<file path="src/logic/backend_pkg.sv">
`default_nettype none

package backend_pkg;

    localparam int xlen        = 32;
    localparam int reg_addr_w  = 5;
    localparam int dmem_words  = 1024;
    localparam int dmem_addr_w = $clog2(dmem_words);  // word index, 10 bits

    // memory operation carried with each instruction
    typedef enum logic [3:0] {
        mem_none = 4'd0,  // alu result only
        mem_lb   = 4'd1,
        mem_lh   = 4'd2,
        mem_lw   = 4'd3,
        mem_lbu  = 4'd4,
        mem_lhu  = 4'd5,
        mem_sb   = 4'd6,
        mem_sh   = 4'd7,
        mem_sw   = 4'd8
    } mem_op_t;

    function automatic logic is_load(input mem_op_t op);
        return op inside {mem_lb, mem_lh, mem_lw, mem_lbu, mem_lhu};
    endfunction

    function automatic logic is_store(input mem_op_t op);
        return op inside {mem_sb, mem_sh, mem_sw};
    endfunction

    // access size groups, used by the alignment checks
    function automatic logic is_half(input mem_op_t op);
        return op inside {mem_lh, mem_lhu, mem_sh};
    endfunction

    function automatic logic is_word(input mem_op_t op);
        return op inside {mem_lw, mem_sw};
    endfunction

endpackage

`default_nettype wire
</file>
<file path="src/logic/operand_bypass.sv">
`default_nettype none

module operand_bypass (
    input  wire                                ex_valid,
    input  wire [backend_pkg::reg_addr_w-1:0]  ex_rd,
    input  wire                                ex_reg_write,
    input  wire backend_pkg::mem_op_t          ex_mem_op,
    input  wire [backend_pkg::xlen-1:0]        ex_alu_result,
    input  wire                                wb_valid,
    input  wire [backend_pkg::reg_addr_w-1:0]  wb_rd,
    input  wire                                wb_reg_write,
    input  wire [backend_pkg::xlen-1:0]        wb_data,
    input  wire [backend_pkg::reg_addr_w-1:0]  rs1_addr,
    input  wire [backend_pkg::reg_addr_w-1:0]  rs2_addr,
    input  wire [backend_pkg::xlen-1:0]        rf_rs1_data,
    input  wire [backend_pkg::xlen-1:0]        rf_rs2_data,
    output logic [backend_pkg::xlen-1:0]       rs1_data,
    output logic [backend_pkg::xlen-1:0]       rs2_data,
    output logic                               load_use_stall
);

    import backend_pkg::*;

    logic ex_fwd_ok;  // execute result usable now
    logic wb_fwd_ok;
    logic ex_is_load;

    assign ex_is_load = is_load(ex_mem_op);
    assign ex_fwd_ok  = ex_valid && ex_reg_write && !ex_is_load;
    assign wb_fwd_ok  = wb_valid && wb_reg_write;

    // newest producer wins, x0 always zero
    function automatic logic [xlen-1:0] pick(
        input logic [reg_addr_w-1:0] addr,
        input logic [xlen-1:0]       rf_val
    );
        if (addr == '0)
            return '0;
        else if (ex_fwd_ok && ex_rd == addr)
            return ex_alu_result;
        else if (wb_fwd_ok && wb_rd == addr)
            return wb_data;
        else
            return rf_val;
    endfunction

    always_comb begin
        rs1_data = pick(rs1_addr, rf_rs1_data);
        rs2_data = pick(rs2_addr, rf_rs2_data);
    end

    // load data only exists after the edge, decode has to wait
    assign load_use_stall = ex_valid && ex_is_load && (ex_rd != '0)
                          && (ex_rd == rs1_addr || ex_rd == rs2_addr);

endmodule

`default_nettype wire

</file>
<file path="config.mk">
export PLATFORM = sky130hd
export DESIGN_NAME = operand_bypass
export DESIGN_NICKNAME = d
export VERILOG_FILES = /design/src/logic/backend_pkg.sv /design/src/logic/operand_bypass.sv
export SDC_FILE = /design/constraint.sdc
export NUM_CORES = 1
export LEC_CHECK = 0
export ABC_AREA = 1
export ABC_CLOCK_PERIOD_IN_PS = 2500
export BUFFER_PORTS_ARGS = -buffer_cell sky130_fd_sc_hd__buf_2
export CAP_MARGIN = 20
export CORE_AREA = 2 2 87 89
export DETAILED_ROUTE_END_ITERATION = 16
export DIE_AREA = 0 0 89 91
export PLACE_DENSITY = 0.8
export SYNTH_ARGS = -nofsm -noshare
export SYNTH_HDL_FRONTEND = slang
export SYNTH_SLANG_ARGS = --single-unit
</file>
<file path="constraint.sdc">
create_clock -name vclk -period 2.5
set_clock_uncertainty 0.1 [all_clocks]
set_input_delay 0.25 -clock vclk [all_inputs]
set_output_delay 0.25 -clock vclk [all_outputs]
set_load 0.01 [all_outputs]
</file>
# Word level (Yosys, flattened, before mapping)

Index checks and enable logic that the tools add are counted.
W data, S select, Z words.

Flip-flop bits (word level): 0
Input port bits: 156
Output and inout port bits: 65
Word-level logic and storage cells: 31

Equal/unequal tests: 9
Multiplexer cells: 6
Reduce and logical (&&, ||, !) cells: 16

Operators by type and width:

| cell                 | count |
|---|---|
| $mux W32             | 6 |
| $eq A5 B5 Y1         | 4 |
| $logic_and A1 B1 Y1  | 10 |
| $logic_not A5 Y1     | 2 |
| $reduce_bool A5 Y1   | 2 |
| $eq A4 B2 Y1 const B | 2 |
| $eq A4 B3 Y1 const B | 2 |
| $eq A4 B1 Y1 const B | 1 |
| $logic_not A1 Y1     | 1 |
| $logic_or A1 B1 Y1   | 1 |

# Logic depth before layout (Yosys ltp)

Depth after elaboration: 7
Gate-level depth with buffers: 10
Depth with buffers taken out: 9

# Worst setup path before layout

No wires, ideal clock.

Path type: input-to-output
Start point: input port rs2_addr[2] (netlist bit)
End point: output port rs2_data[0] (netlist bit)
Data arrival time: 1.222 ns
Required time: 2.150 ns
Path slack: 0.928 ns
Stages on the path: 10
Buffers on the path: 1
Path through: inv_1 nor2_1 nor2_1 inv_2 nor2_4 nand2_2 nor2_4 buf_6 nor2_1 nor2_1

Word-level cells in the longest chain between the ends: 5
Elaborated cells on any way between the ends: 8
Classes of those cells: 2 x eq/ne; 3 x mux; 3 x reduce/logical

Ends and longest elaborated chain:

| element             | line                 | source |
|---|---|---|
| start: declaration  | operand_bypass.sv:14 | `input wire [backend_pkg::reg_addr_w-1:0] rs2_addr,` |
| $eq A5 B5 Y1        | operand_bypass.sv:41 | `else if (wb_fwd_ok && wb_rd == addr)` |
| $logic_and A1 B1 Y1 | operand_bypass.sv:41 |  |
| $mux W32            | operand_bypass.sv:41 |  |
| $mux W32            | operand_bypass.sv:39 | `else if (ex_fwd_ok && ex_rd == addr)` |
| $mux W32 (*)        | operand_bypass.sv:37 | `if (addr == '0)` |
| end: declaration    | operand_bypass.sv:18 | `output logic [backend_pkg::xlen-1:0] rs2_data,` |

Mark *: on every way between the ends. The rest lies on a longest branch, timed or not.

# Worst setup path after layout

Start point: input port rs2_addr[0] (netlist bit)
End point: output port rs2_data[26] (netlist bit)

Same word-level chain as after synthesis.

==> metrics.md <==
| Metric | Value |
|---|---|
| Status | `completed` |
| Post-CTS Setup Inserts | `0` |
| Count leader, synth | `nand2_1` |
| Crit path cell chain | `buf_2 -> inv_1 -> nand2_1 -> nand2_1 -> nor2_2 -> nand3_2 -> buf_12 -> nand2_1 -> nand2_1 -> nor2_1 -> nor2_1 -> buf_2` |
| Slew @ Worst Pin | `393 ps` |
| Hold endpoint | `load_use_stall` |
| Sequential Area | `0 um2` |
| Port-buffer cells | `221` |
| CP peak stage delay | `310 ps` |
| Final Slew Violations | `0` |
| Clock share of power | `0%` |
| N_diodes | `0` |
| Unrepaired setup endpoints after global routing | `false` |
| Post-synth top cells | `241 x nand2_1, 137 x nor2_1, 72 x nand3_1` |
| Share of cells above drive strength 1 | `a little under a third` |
| Crit path max-delay family | `simple AND/OR/NAND/NOR gates` |
| Min Hold Slack | `between 700 and 800 ps` |
| Pre-Repair DR Iteration Count | `5` |
| Largest net degree at the start of global routing | `35` |
| Final worst-path cycle share | `80.7%` |
| Starting Density | `39.6%` |
| Largest area contributor in the netlist | `nand2_1` |
| DIE AREA | `8100 um2` |
| Sw frac | `between 60% and 70%` |
| Residual DRC count | `0` |
| Critical Path AT | `1670 ps` |
| Post-synth top area share | `32.0%` |
| Crit path time final | `2020 ps` |
| Global route overflow | `0` |
| P&R area growth vs syn | `41.4%` |
| Maxcap violations | `0` |
| Post-CTS Hold Fix Bufs | `0` |
| Initial DRC count | `313` |
| Crit end category | `primary output` |
| Pleak | `roughly 2.8 nW` |
| Multiplexer share of the synthesized area | `0%` |
| DR WL/cell | `13.2 um` |
| Vias in the first global route | `4248` |
| GP Congestion | `0.904` |
| Buf+Inv Stages, Crit Path | `4` |
| Fmax | `496 MHz` |
| TNS Setup | `0 ps` |
| Critical path type | `input pin to primary output` |
| WP data required | `2150 ps` |
| Finished Core Util | `roughly 56%` |
| Slowest cell on crit path | `nand3_2` |
| Compound-Gate Fraction of Synth Area | `less than 1%` |
| Max transition margin | `73.8%` |
| Cell row count | `31` |
| Top cells by area, synth | `nand2_1 32%, nor2_1 18%, nand4_1 14%, nand3_1 13%, buf_2 6.9%` |
| # IOs | `~220` |
| Gr usage total | `28.7%` |
| # clk buffers | `0` |
| Hpwl dp | `9250 um` |
| Pwr Density | `roughly 150 nW/um2` |
| Core Box Area | `7140 um2` |
| Width of the die | `89 um` |
| HP Class | `input pin to primary output` |
| Post-Syn Instances | `645` |
| WHS Path Cells | `4` |
| Avg Cell Area, Syn | `approximately 4.4 um2` |
| Most used cell, CP | `nand2_1` |
| Hold_sp | `ex_valid` |
| Part of the power in registers | `0%` |
| Internal power | `around 0.24 mW` |
| Post-synthesis xor/xnor area fraction | `1.24%` |
| Seq Cell Count | `0` |
| Via count | `about 4.8k` |
| Largest family of logic cells by synthesized area | `simple AND/OR/NAND/NOR gates` |
| Fin. Hold Viols | `0` |
| Final ANT Viol Nets | `0` |
| Nets | `~1000` |
| Final wirelength | `12400 um` |
| Initial antenna violation count | `0` |
| Max VDD drop | `between 0.0001 and 0.00015 V` |
| Synth cell types | `17` |
| Syn_nets | `801` |
| Synth Area in Adders | `0%` |
| Setup violators final | `0` |
| Vias per cell | `5.12` |
| Critical path startpoint category | `input pin` |
| Seq/Total Area, Yosys | `0%` |
| Worst-path maximum fanout | `19` |
| NetSw | `0.377 mW` |
| CTS resizes | `0` |
| Post-Synth Simple-Gate Area | `81.3%` |
| Die H | `~90 um` |
| Gate power share | `100.0%` |
| Cell area after synthesis | `2830 um2` |
| Syn. warnings | `0` |
| First-pass GRT wire length | `19500 um` |
==> per-layer routing <==
layer / up-vias / global-route usage (%) / share of wire (%)
met5: - / 0 / 0
met4: 0 / 8.58 / 2.0
met3: 24 / 3.09 / 9.6
met2: 294 / 49.6 / 47
met1: 2055 / 36.8 / 42
li1: 2438 / - / -
==> cells by family (layout without fill, tap and decap cells) <==
| kind of cell | after synthesis | count (layout) |
|---|---|---|
| xor+xnor | 4 | 4 |
| simple gates | 530 | 530 |
| buf+inv | 106 | 301 |
| compound gates | 5 | 5 |
==> worst max-delay path by stage <==
stage               slack, ps  cells after the start        start            to
floorplan                 930                     10  rs2_addr[2]   rs2_data[0]
global placement          500                     12  rs2_addr[0]   rs2_data[8]
detailed placement        480                     12  rs2_addr[0]   rs2_data[8]
CTS                       480                     12  rs2_addr[0]   rs2_data[8]
global route              250                     12  rs2_addr[0]  rs2_data[10]
finish                    480                     12  rs2_addr[0]  rs2_data[26]
==> metrics by stage <==
step / worst slack, ps / power [mW] / cell area [um2] / cells
final: 482 / 0.617 / 4000 / 939
after global placement: 505 / 0.604 / 4000 / 939
after global routing: 255 / 0.686 / 4000 / 939
after floorplan: 928 / 0.329 / 2830 / 645
after detailed placement: 479 / 0.608 / 4000 / 939
after CTS: 480 / 0.610 / 4000 / 939
==> area by class of cell <==
cell class | count | area, um2
Inverter | 57 | 214
Tap cell | 99 | 124
Timing Repair Buffer | 244 | 1290
Multi-Input combinational cell | 539 | 2370
Fill cell | 806 | 3140
==> layout by cell type (no fill, tap or decap) <==
master,n
buf_12,1
buf_4,22
nor2_4,4
inv_2,6
nand2_2,1
nand2_1,241
inv_1,51
nor2_1,137
xor2_1,2
xnor2_1,2
nand4_1,65
a21oi_4,1
nor3_1,3
nand3_2,1
nor2_2,6
nand3_1,72
a21oi_1,4
buf_2,221
==> power groups by stage <==
stage          clock (mW)  combinational [mW]  sequential (mW)
6_report                0               0.617                0
5_1_grt                 0               0.686                0
4_1_cts                 0               0.610                0
3_5_place_dp            0               0.608                0
3_3_place_gp            0               0.604                0
2_1_floorplan           0               0.329                0
(Power assumes the default switching activity.)
