--- src/logic/backend_pkg.sv ---
`default_nettype none

package backend_pkg;

    localparam int xlen        = 32;
    localparam int reg_addr_w  = 5;
    localparam int dmem_words  = 1024;
    localparam int dmem_addr_w = $clog2(dmem_words);  // word index, 10 bits

    // memory operation carried with each instruction
    typedef enum logic [3:0] {
        mem_none = 4'd0,  // alu result only
        mem_lb   = 4'd1,
        mem_lh   = 4'd2,
        mem_lw   = 4'd3,
        mem_lbu  = 4'd4,
        mem_lhu  = 4'd5,
        mem_sb   = 4'd6,
        mem_sh   = 4'd7,
        mem_sw   = 4'd8
    } mem_op_t;

    function automatic logic is_load(input mem_op_t op);
        return op inside {mem_lb, mem_lh, mem_lw, mem_lbu, mem_lhu};
    endfunction

    function automatic logic is_store(input mem_op_t op);
        return op inside {mem_sb, mem_sh, mem_sw};
    endfunction

    // access size groups, used by the alignment checks
    function automatic logic is_half(input mem_op_t op);
        return op inside {mem_lh, mem_lhu, mem_sh};
    endfunction

    function automatic logic is_word(input mem_op_t op);
        return op inside {mem_lw, mem_sw};
    endfunction

endpackage

`default_nettype wire
--- src/logic/mem_stage.sv ---
`default_nettype none

module mem_stage (
    input  wire                                clk,
    input  wire                                reset_n,
    input  wire                                stall,
    input  wire                                ex_valid,
    input  wire [backend_pkg::xlen-1:0]        ex_pc,
    input  wire [backend_pkg::xlen-1:0]        ex_alu_result,  // address for loads and stores
    input  wire [backend_pkg::xlen-1:0]        ex_store_data,
    input  wire [backend_pkg::reg_addr_w-1:0]  ex_rd,
    input  wire backend_pkg::mem_op_t          ex_mem_op,
    input  wire                                ex_reg_write,
    output logic [backend_pkg::dmem_addr_w-1:0] mem_word_addr,
    output logic [backend_pkg::xlen-1:0]       mem_wdata,
    output logic [3:0]                         mem_wstrobe,
    input  wire [backend_pkg::xlen-1:0]        mem_rdata,
    output logic                               wb_valid,
    output logic [backend_pkg::xlen-1:0]       wb_pc,
    output logic [backend_pkg::reg_addr_w-1:0] wb_rd,
    output logic                               wb_reg_write,
    output logic                               wb_mem_to_reg,
    output logic [backend_pkg::xlen-1:0]       wb_load_data,
    output logic [backend_pkg::xlen-1:0]       wb_alu_result
);

    import backend_pkg::*;

    logic            take;          // instruction accepted this cycle
    logic [1:0]      byte_off;
    logic [4:0]      lane_shift;    // bit offset of the addressed byte
    logic [xlen-1:0] load_shifted;
    logic [xlen-1:0] load_ext;

    assign take       = ex_valid && !stall;
    assign byte_off   = ex_alu_result[1:0];
    assign lane_shift = {byte_off, 3'b000};

    assign mem_word_addr = ex_alu_result[dmem_addr_w+1:2];
    assign mem_wdata     = ex_store_data << lane_shift;  // move store data into its lane

    always_comb begin
        mem_wstrobe = 4'b0000;
        if (take) begin
            case (ex_mem_op)
                mem_sb:  mem_wstrobe = 4'b0001 << byte_off;
                mem_sh:  mem_wstrobe = 4'b0011 << byte_off;
                mem_sw:  mem_wstrobe = 4'b1111;
                default: mem_wstrobe = 4'b0000;
            endcase
        end
    end

    // addressed byte or half lands in the low bits
    assign load_shifted = mem_rdata >> lane_shift;

    always_comb begin
        case (ex_mem_op)
            mem_lb:  load_ext = {{(xlen-8){load_shifted[7]}}, load_shifted[7:0]};
            mem_lh:  load_ext = {{(xlen-16){load_shifted[15]}}, load_shifted[15:0]};
            mem_lw:  load_ext = mem_rdata;
            mem_lbu: load_ext = {{(xlen-8){1'b0}}, load_shifted[7:0]};
            mem_lhu: load_ext = {{(xlen-16){1'b0}}, load_shifted[15:0]};
            default: load_ext = '0;  // stores and alu ops carry no load data
        endcase
    end

    // MEM/WB register
    always_ff @(posedge clk or negedge reset_n) begin
        if (!reset_n) begin
            wb_valid      <= 1'b0;
            wb_pc         <= '0;
            wb_rd         <= '0;
            wb_reg_write  <= 1'b0;
            wb_mem_to_reg <= 1'b0;
            wb_load_data  <= '0;
            wb_alu_result <= '0;
        end else if (take) begin
            wb_valid      <= 1'b1;
            wb_pc         <= ex_pc;
            wb_rd         <= ex_rd;
            wb_reg_write  <= ex_reg_write;
            wb_mem_to_reg <= is_load(ex_mem_op);
            wb_load_data  <= load_ext;
            wb_alu_result <= ex_alu_result;
        end else begin
            wb_valid <= 1'b0;  // bubble, held fields stay
        end
    end

    // no trap for misaligned accesses, so flag them here
    half_aligned: assert property (@(posedge clk) disable iff (!reset_n)
        (take && is_half(ex_mem_op)) |-> !ex_alu_result[0]);

    word_aligned: assert property (@(posedge clk) disable iff (!reset_n)
        (take && is_word(ex_mem_op)) |-> ex_alu_result[1:0] == 2'b00);

endmodule

`default_nettype wire

--- config.mk ---
export PLATFORM = sky130hd
export DESIGN_NAME = mem_stage
export DESIGN_NICKNAME = d
export VERILOG_FILES = /design/src/logic/backend_pkg.sv /design/src/logic/mem_stage.sv
export SDC_FILE = /design/constraint.sdc
export NUM_CORES = 1
export LEC_CHECK = 0
export BUFFER_PORTS_ARGS = -buffer_cell sky130_fd_sc_hd__buf_2
export CAP_MARGIN = 20
export CORE_MARGIN = 3
export CORE_UTILIZATION = 45
export CTS_CLUSTER_DIAMETER = 30
export DETAILED_ROUTE_END_ITERATION = 8
export MAX_ROUTING_LAYER = met4
export PLACE_DENSITY = 0.81
export SYNTH_ARGS = -nofsm -noshare
export SYNTH_HDL_FRONTEND = slang
export SYNTH_SLANG_ARGS = --single-unit
--- constraint.sdc ---
create_clock -name clk -period 2.2 [get_ports clk]
set_clock_uncertainty 0.1 [all_clocks]
set_input_delay 0.33 -clock clk [delete_from_list [all_inputs] [get_ports clk]]
set_output_delay 0.33 -clock clk [all_outputs]
set_load 0.01 [all_outputs]
Word-level counts from Yosys, hierarchy flattened --
Index checks and enable logic that the tools add are counted.
Storage, ports and cells: bits in registers 104, bits in latches 0, RAM bits 0, ROM bits 0, input port bits 142, output and inout port bits 150, word-level logic and storage cells 26, memories kept 0
Operators by class: add/sub/neg operators 0, $mul 0, div/mod/pow operators 0, magnitude comparators 0, equality and inequality tests 8, shift operators 4, muxes and demuxes 4, bitwise operators 0, reduce and logical (&&, ||, !) cells 3
Operators with widths (number):
- 32-bit one-hot mux with 5 select lines | 1
- 32-bit by 5-bit << shifter with 32-bit output | 1
- 32-bit by 5-bit >> shifter with 16-bit output | 1
- 4-bit by 3-bit == test with 1-bit output (second input constant) | 4
- 4-bit one-hot mux with 3 select lines | 1
- 4-bit by 2-bit == test with 1-bit output (second input constant) | 2
- 5-bit nonzero test | 1
- 4-bit by 1-bit == test with 1-bit output (second input constant) | 1
- 4-bit == test (second input constant) | 1
- 4-bit two-way mux | 1
- 1-bit by 2-bit << shifter with 4-bit output (first input constant) | 1
- 2-bit by 2-bit << shifter with 4-bit output (first input constant) | 1
- 1-bit logical AND | 1
- 1-bit zero test | 1
- 1-bit two-way mux | 1

Longest topological paths before layout --
word-level depth 3, mapped depth 7, mapped depth without buffers 4

Least setup slack after synthesis --
Ideal clock, no wire load.
path type input -> output, from input ex_alu_result[0] in the netlist's numbering, to output mem_wdata[24] in the netlist's numbering, data arrival time 1701 ps, slack 69 ps, cell stages on the path 5, buffers on the path 3, path through buf_1 buf_2 clkbuf_1 a211oi_1 a21oi_1
Between the ends: word-level cells in the longest chain between the ends 1
Ends and longest elaborated chain:
- start, declared | RTL line mem_stage.sv:9 | input wire [backend_pkg::xlen-1:0] ex_alu_result,
- 32-bit by 5-bit << shifter with 32-bit output | RTL line mem_stage.sv:40 | assign mem_wdata = ex_store_data << lane_shift;
- end, declared | RTL line mem_stage.sv:15 | output logic [backend_pkg::xlen-1:0] mem_wdata,
No other way between the ends.

Final worst setup path --
from input ex_alu_result[0] in the netlist's numbering, to output mem_wstrobe[2]
Between the ends: word-level cells in the longest chain between the ends 3
Ends and longest elaborated chain:
- 2-bit by 2-bit << shifter with 4-bit output / 1-bit by 2-bit << shifter with 4-bit output (equally long branches) | RTL line mem_stage.sv:47, mem_stage.sv:46
- 4-bit one-hot mux with 3 select lines * | RTL line mem_stage.sv:45 | case (ex_mem_op)
- 4-bit two-way mux * | RTL line mem_stage.sv:44 | if (take) begin
- end, declared | RTL line mem_stage.sv:16 | output logic [3:0] mem_wstrobe,
Mark *: on every way between the ends. The rest lies on a longest branch, timed or not.

==> results_dict.tcl <==
set metrics [dict create \
    cts.sinks 104 \
    global_route_wire_length_before_repair_um 23600 \
    route.met3.wl_um 912 \
    mappedNetlistNets 759 \
    m1WireLength_um 6240 \
    post_cts_setup_buffer_count 0 \
    layoutNonFillerInstCount 1031 \
    power_per_cell_area_nw_per_um2 701 \
    design.core.area_um2 11500 \
    numCtsBuffers 9 \
    area.growth.synth_to_final_pct 34.6 \
    dp.final_hpwl_um 12000 \
    reg.largest.list "wb_alu_result: 32 flops, wb_load_data: 32 flops, wb_pc: 32 flops" \
    vdd.ir_drop.worst_mv 0.336 \
    worst_slew_margin 0.285 \
    htree_levels 3 \
    ys_seq_elements 104 \
    yosys.cell_types.count 39 \
    outcome "finished, final reports clean" \
    clock_path_buffers 2 \
    fmax_ghz 0.504 \
    synthCells 617 \
    synthesis_warning_total 0 \
    design.portCount 292 \
    final_layout_size_suffix_gt1_frac 0.396 \
    place_inst 1013 \
    detail_route.wirelength_um 15800 \
    maxSlewViolCount 0 \
    dominantRegCellSynth "sky130_fd_sc_hd__dfrtp_1" \
    synthArstFlopShare 1.00 \
    grt_max_degree 105 \
    synth_top_cells_by_area "sky130_fd_sc_hd__dfrtp_1 (49%), sky130_fd_sc_hd__nand2_1 (17%), sky130_fd_sc_hd__mux2i_1 (3.8%)" \
    synth_most_common_cell "sky130_fd_sc_hd__nand2_1" \
    sequential_cell_area_um2 2600 \
    antenna_found_initial 0 \
    rows 39 \
    final_net_count 1025 \
    hold_class "in -> reg" \
    fillCellCount 1038 \
    edff_count_synth 0 \
    antenna_violating_nets_post_route 0 \
    critPathArrivalTime_ps 1560 \
    floorplan.initialDensity 0.463 \
    critical_path.endpoint_type "output port" \
    synth_largest_type_area_fraction 0.488 \
    leakagePower_nw 4.08 \
    synth.yosys.seq_area_share 0.488 \
    groute.usage.overall 0.229 \
    antenna-diode-count 0 \
    place.gp.congestion 0.872 \
    netlist_area_um2 5330 \
    cp-start-kind "input pin" \
    remaining_drc_errors 0 \
    worstMarginPinSlew_ps 1070 \
    dieHeight_um 115 \
    netlist.top_cell.by_area "sky130_fd_sc_hd__dfrtp_1" \
    post-route-period-util 0.903 \
    fp.dieArea_um2 13200 \
    synthesis.area_per_instance_um2 8.64 \
    tritoncts "yes" \
    initialDrtViolationCount 416 \
    dr_top_layer "met4" \
    port_buffers 291 \
    critical_path_class "in -> out" \
    totalNegativeSetupSlack_ps 0 \
    maxCapViolCount 0 \
    final_critical_path_time_including_i_o_delays_and_setup_ps 1990 \
    cts.root.buffer_cell "sky130_fd_sc_hd__clkbuf_16" \
    avgRoutedWirePerCell_um 15.4 \
    multiInputGateArea_um2 2410 \
    dieWidth_um 115 \
    critPathMaxFanout 38 \
    dr_total_vias 5359 \
    synth.cells.most_frequent "sky130_fd_sc_hd__nand2_1 (243), sky130_fd_sc_hd__dfrtp_1 (104), sky130_fd_sc_hd__nand3_1 (33)" \
    drt_first_pass_iters 5 \
    gr-total-overflow 0 \
    worst_skew_pair.late_latency_ps 330 \
    dr_wl_met2_um 8260 \
    timing_hold_violations_final 0 \
    vias_per_cell 5.20 \
    setup_violations 0 \
    required_arrival_time_at_the_worst_endpoint_ps 1770 \
    cts.reportedPaths.clkPinSlew_ps 70 \
    via_count_of_the_first_global_routing_pass 4993 \
    rsz0062_at_grt "no" \
]
==> report_power, final <==
part	internal, W	switching (W)	total [W]	leakage (nW)
sequential	0.00212	0.000101	0.00222	1.32
clock	0.000932	0.000728	0.00166	0.149
combinational	0.000490	0.000659	0.00115	2.62
==> per-stage QoR <==
| stage | power (W) | worst slack [ps] | util | hold WS, ps | cell area [um^2] |
|---|---|---|---|---|---|
| after global routing | 0.00528 | 94.5 | 0.623 | 74.6 | 7180 |
| after floorplan | 0.00285 | 69.4 | - | -65.6 | 5330 |
| after global placement | 0.00339 | 115 | 0.594 | 105 | 6840 |
| final | 0.00503 | 214 | 0.623 | 76.6 | 7180 |
| after CTS | 0.00508 | 210 | 0.623 | 63.3 | 7170 |
| after detailed placement | 0.00342 | 3.55 | 0.594 | 106 | 6840 |
==> cells by family after synthesis <==
logic type             count (synthesis)  synth area share
and+or+nand+nor                      337             0.271
DFF                                  104             0.488
AOI/OAI and AO/OA                     75            0.0998
buffers and inverters                 67            0.0594
muxes                                 34            0.0819
==> final timing paths <==
path	startpoint	to	slack, ps	depth (start not counted)
min in group asynchronous	reset_n	wb_pc[14]	290	2
max in group asynchronous	reset_n	wb_load_data[26]	1150	3
min	ex_alu_result[16]	wb_alu_result[16]	80	3
min reg2reg	wb_pc[29]	wb_pc[29]	370	2
max	ex_alu_result[0]	mem_wstrobe[2]	210	7
max reg2reg	wb_load_data[3]	wb_load_data[3]	1350	2
==> worst max-delay path: stages <==
cell and delay, ps:
sky130_fd_sc_hd__buf_2 160, sky130_fd_sc_hd__buf_4 420, sky130_fd_sc_hd__nor2_1 110, sky130_fd_sc_hd__buf_4 190
sky130_fd_sc_hd__a21oi_1 120, sky130_fd_sc_hd__o21ai_1 70, sky130_fd_sc_hd__buf_2 150
==> cell type report <==
cell class                      count  share of cell area
Sequential cell                   104               0.363
Inverter                           10             0.00523
Clock inverter                      6              0.0106
Tap cell                          143              0.0249
Multi-Input combinational cell    446               0.336
Clock buffer                       10              0.0333
Timing Repair Buffer              312               0.227
==> metal layers <==
metal / vias to the layer above / global-route usage
li1: 2583 / -
met1: 2504 / 0.266
met2: 241 / 0.395
met3: 31 / 0.0242
met4: 0 / 0.116
met5: - / -
==> cell usage in the layout (no fill, tap or decap), types with 2 or more instances in the layout <==
cell	Yosys	final
sky130_fd_sc_hd__nand3_1	33	33
sky130_fd_sc_hd__nor2b_1	11	11
sky130_fd_sc_hd__dfrtp_1	104	104
sky130_fd_sc_hd__and2_1	9	9
sky130_fd_sc_hd__or3b_1	3	3
sky130_fd_sc_hd__o22ai_2	8	8
sky130_fd_sc_hd__a222oi_1	7	7
sky130_fd_sc_hd__mux2_2	7	7
sky130_fd_sc_hd__a211oi_1	8	8
sky130_fd_sc_hd__inv_8	0	2
sky130_fd_sc_hd__buf_4	10	20
sky130_fd_sc_hd__mux4_2	7	7
sky130_fd_sc_hd__nand2b_1	8	8
sky130_fd_sc_hd__mux2i_1	20	20
sky130_fd_sc_hd__buf_2	4	290
sky130_fd_sc_hd__or4bb_1	2	2
sky130_fd_sc_hd__clkinvlp_4	0	2
sky130_fd_sc_hd__clkbuf_16	0	9
sky130_fd_sc_hd__o21ai_1	13	13
sky130_fd_sc_hd__nor2_1	20	20
sky130_fd_sc_hd__a21oi_1	25	25
sky130_fd_sc_hd__inv_1	9	9
sky130_fd_sc_hd__o311ai_1	8	8
sky130_fd_sc_hd__nand2_1	243	243
==> repair_timing <==
item	CTS	global route
setup endpoints to repair	0	0
hold buffers	1	0
resized for setup	0	0
endpoints found under the hold margin	14	0
No activity file was read; power rests on OpenSTA's default activity.
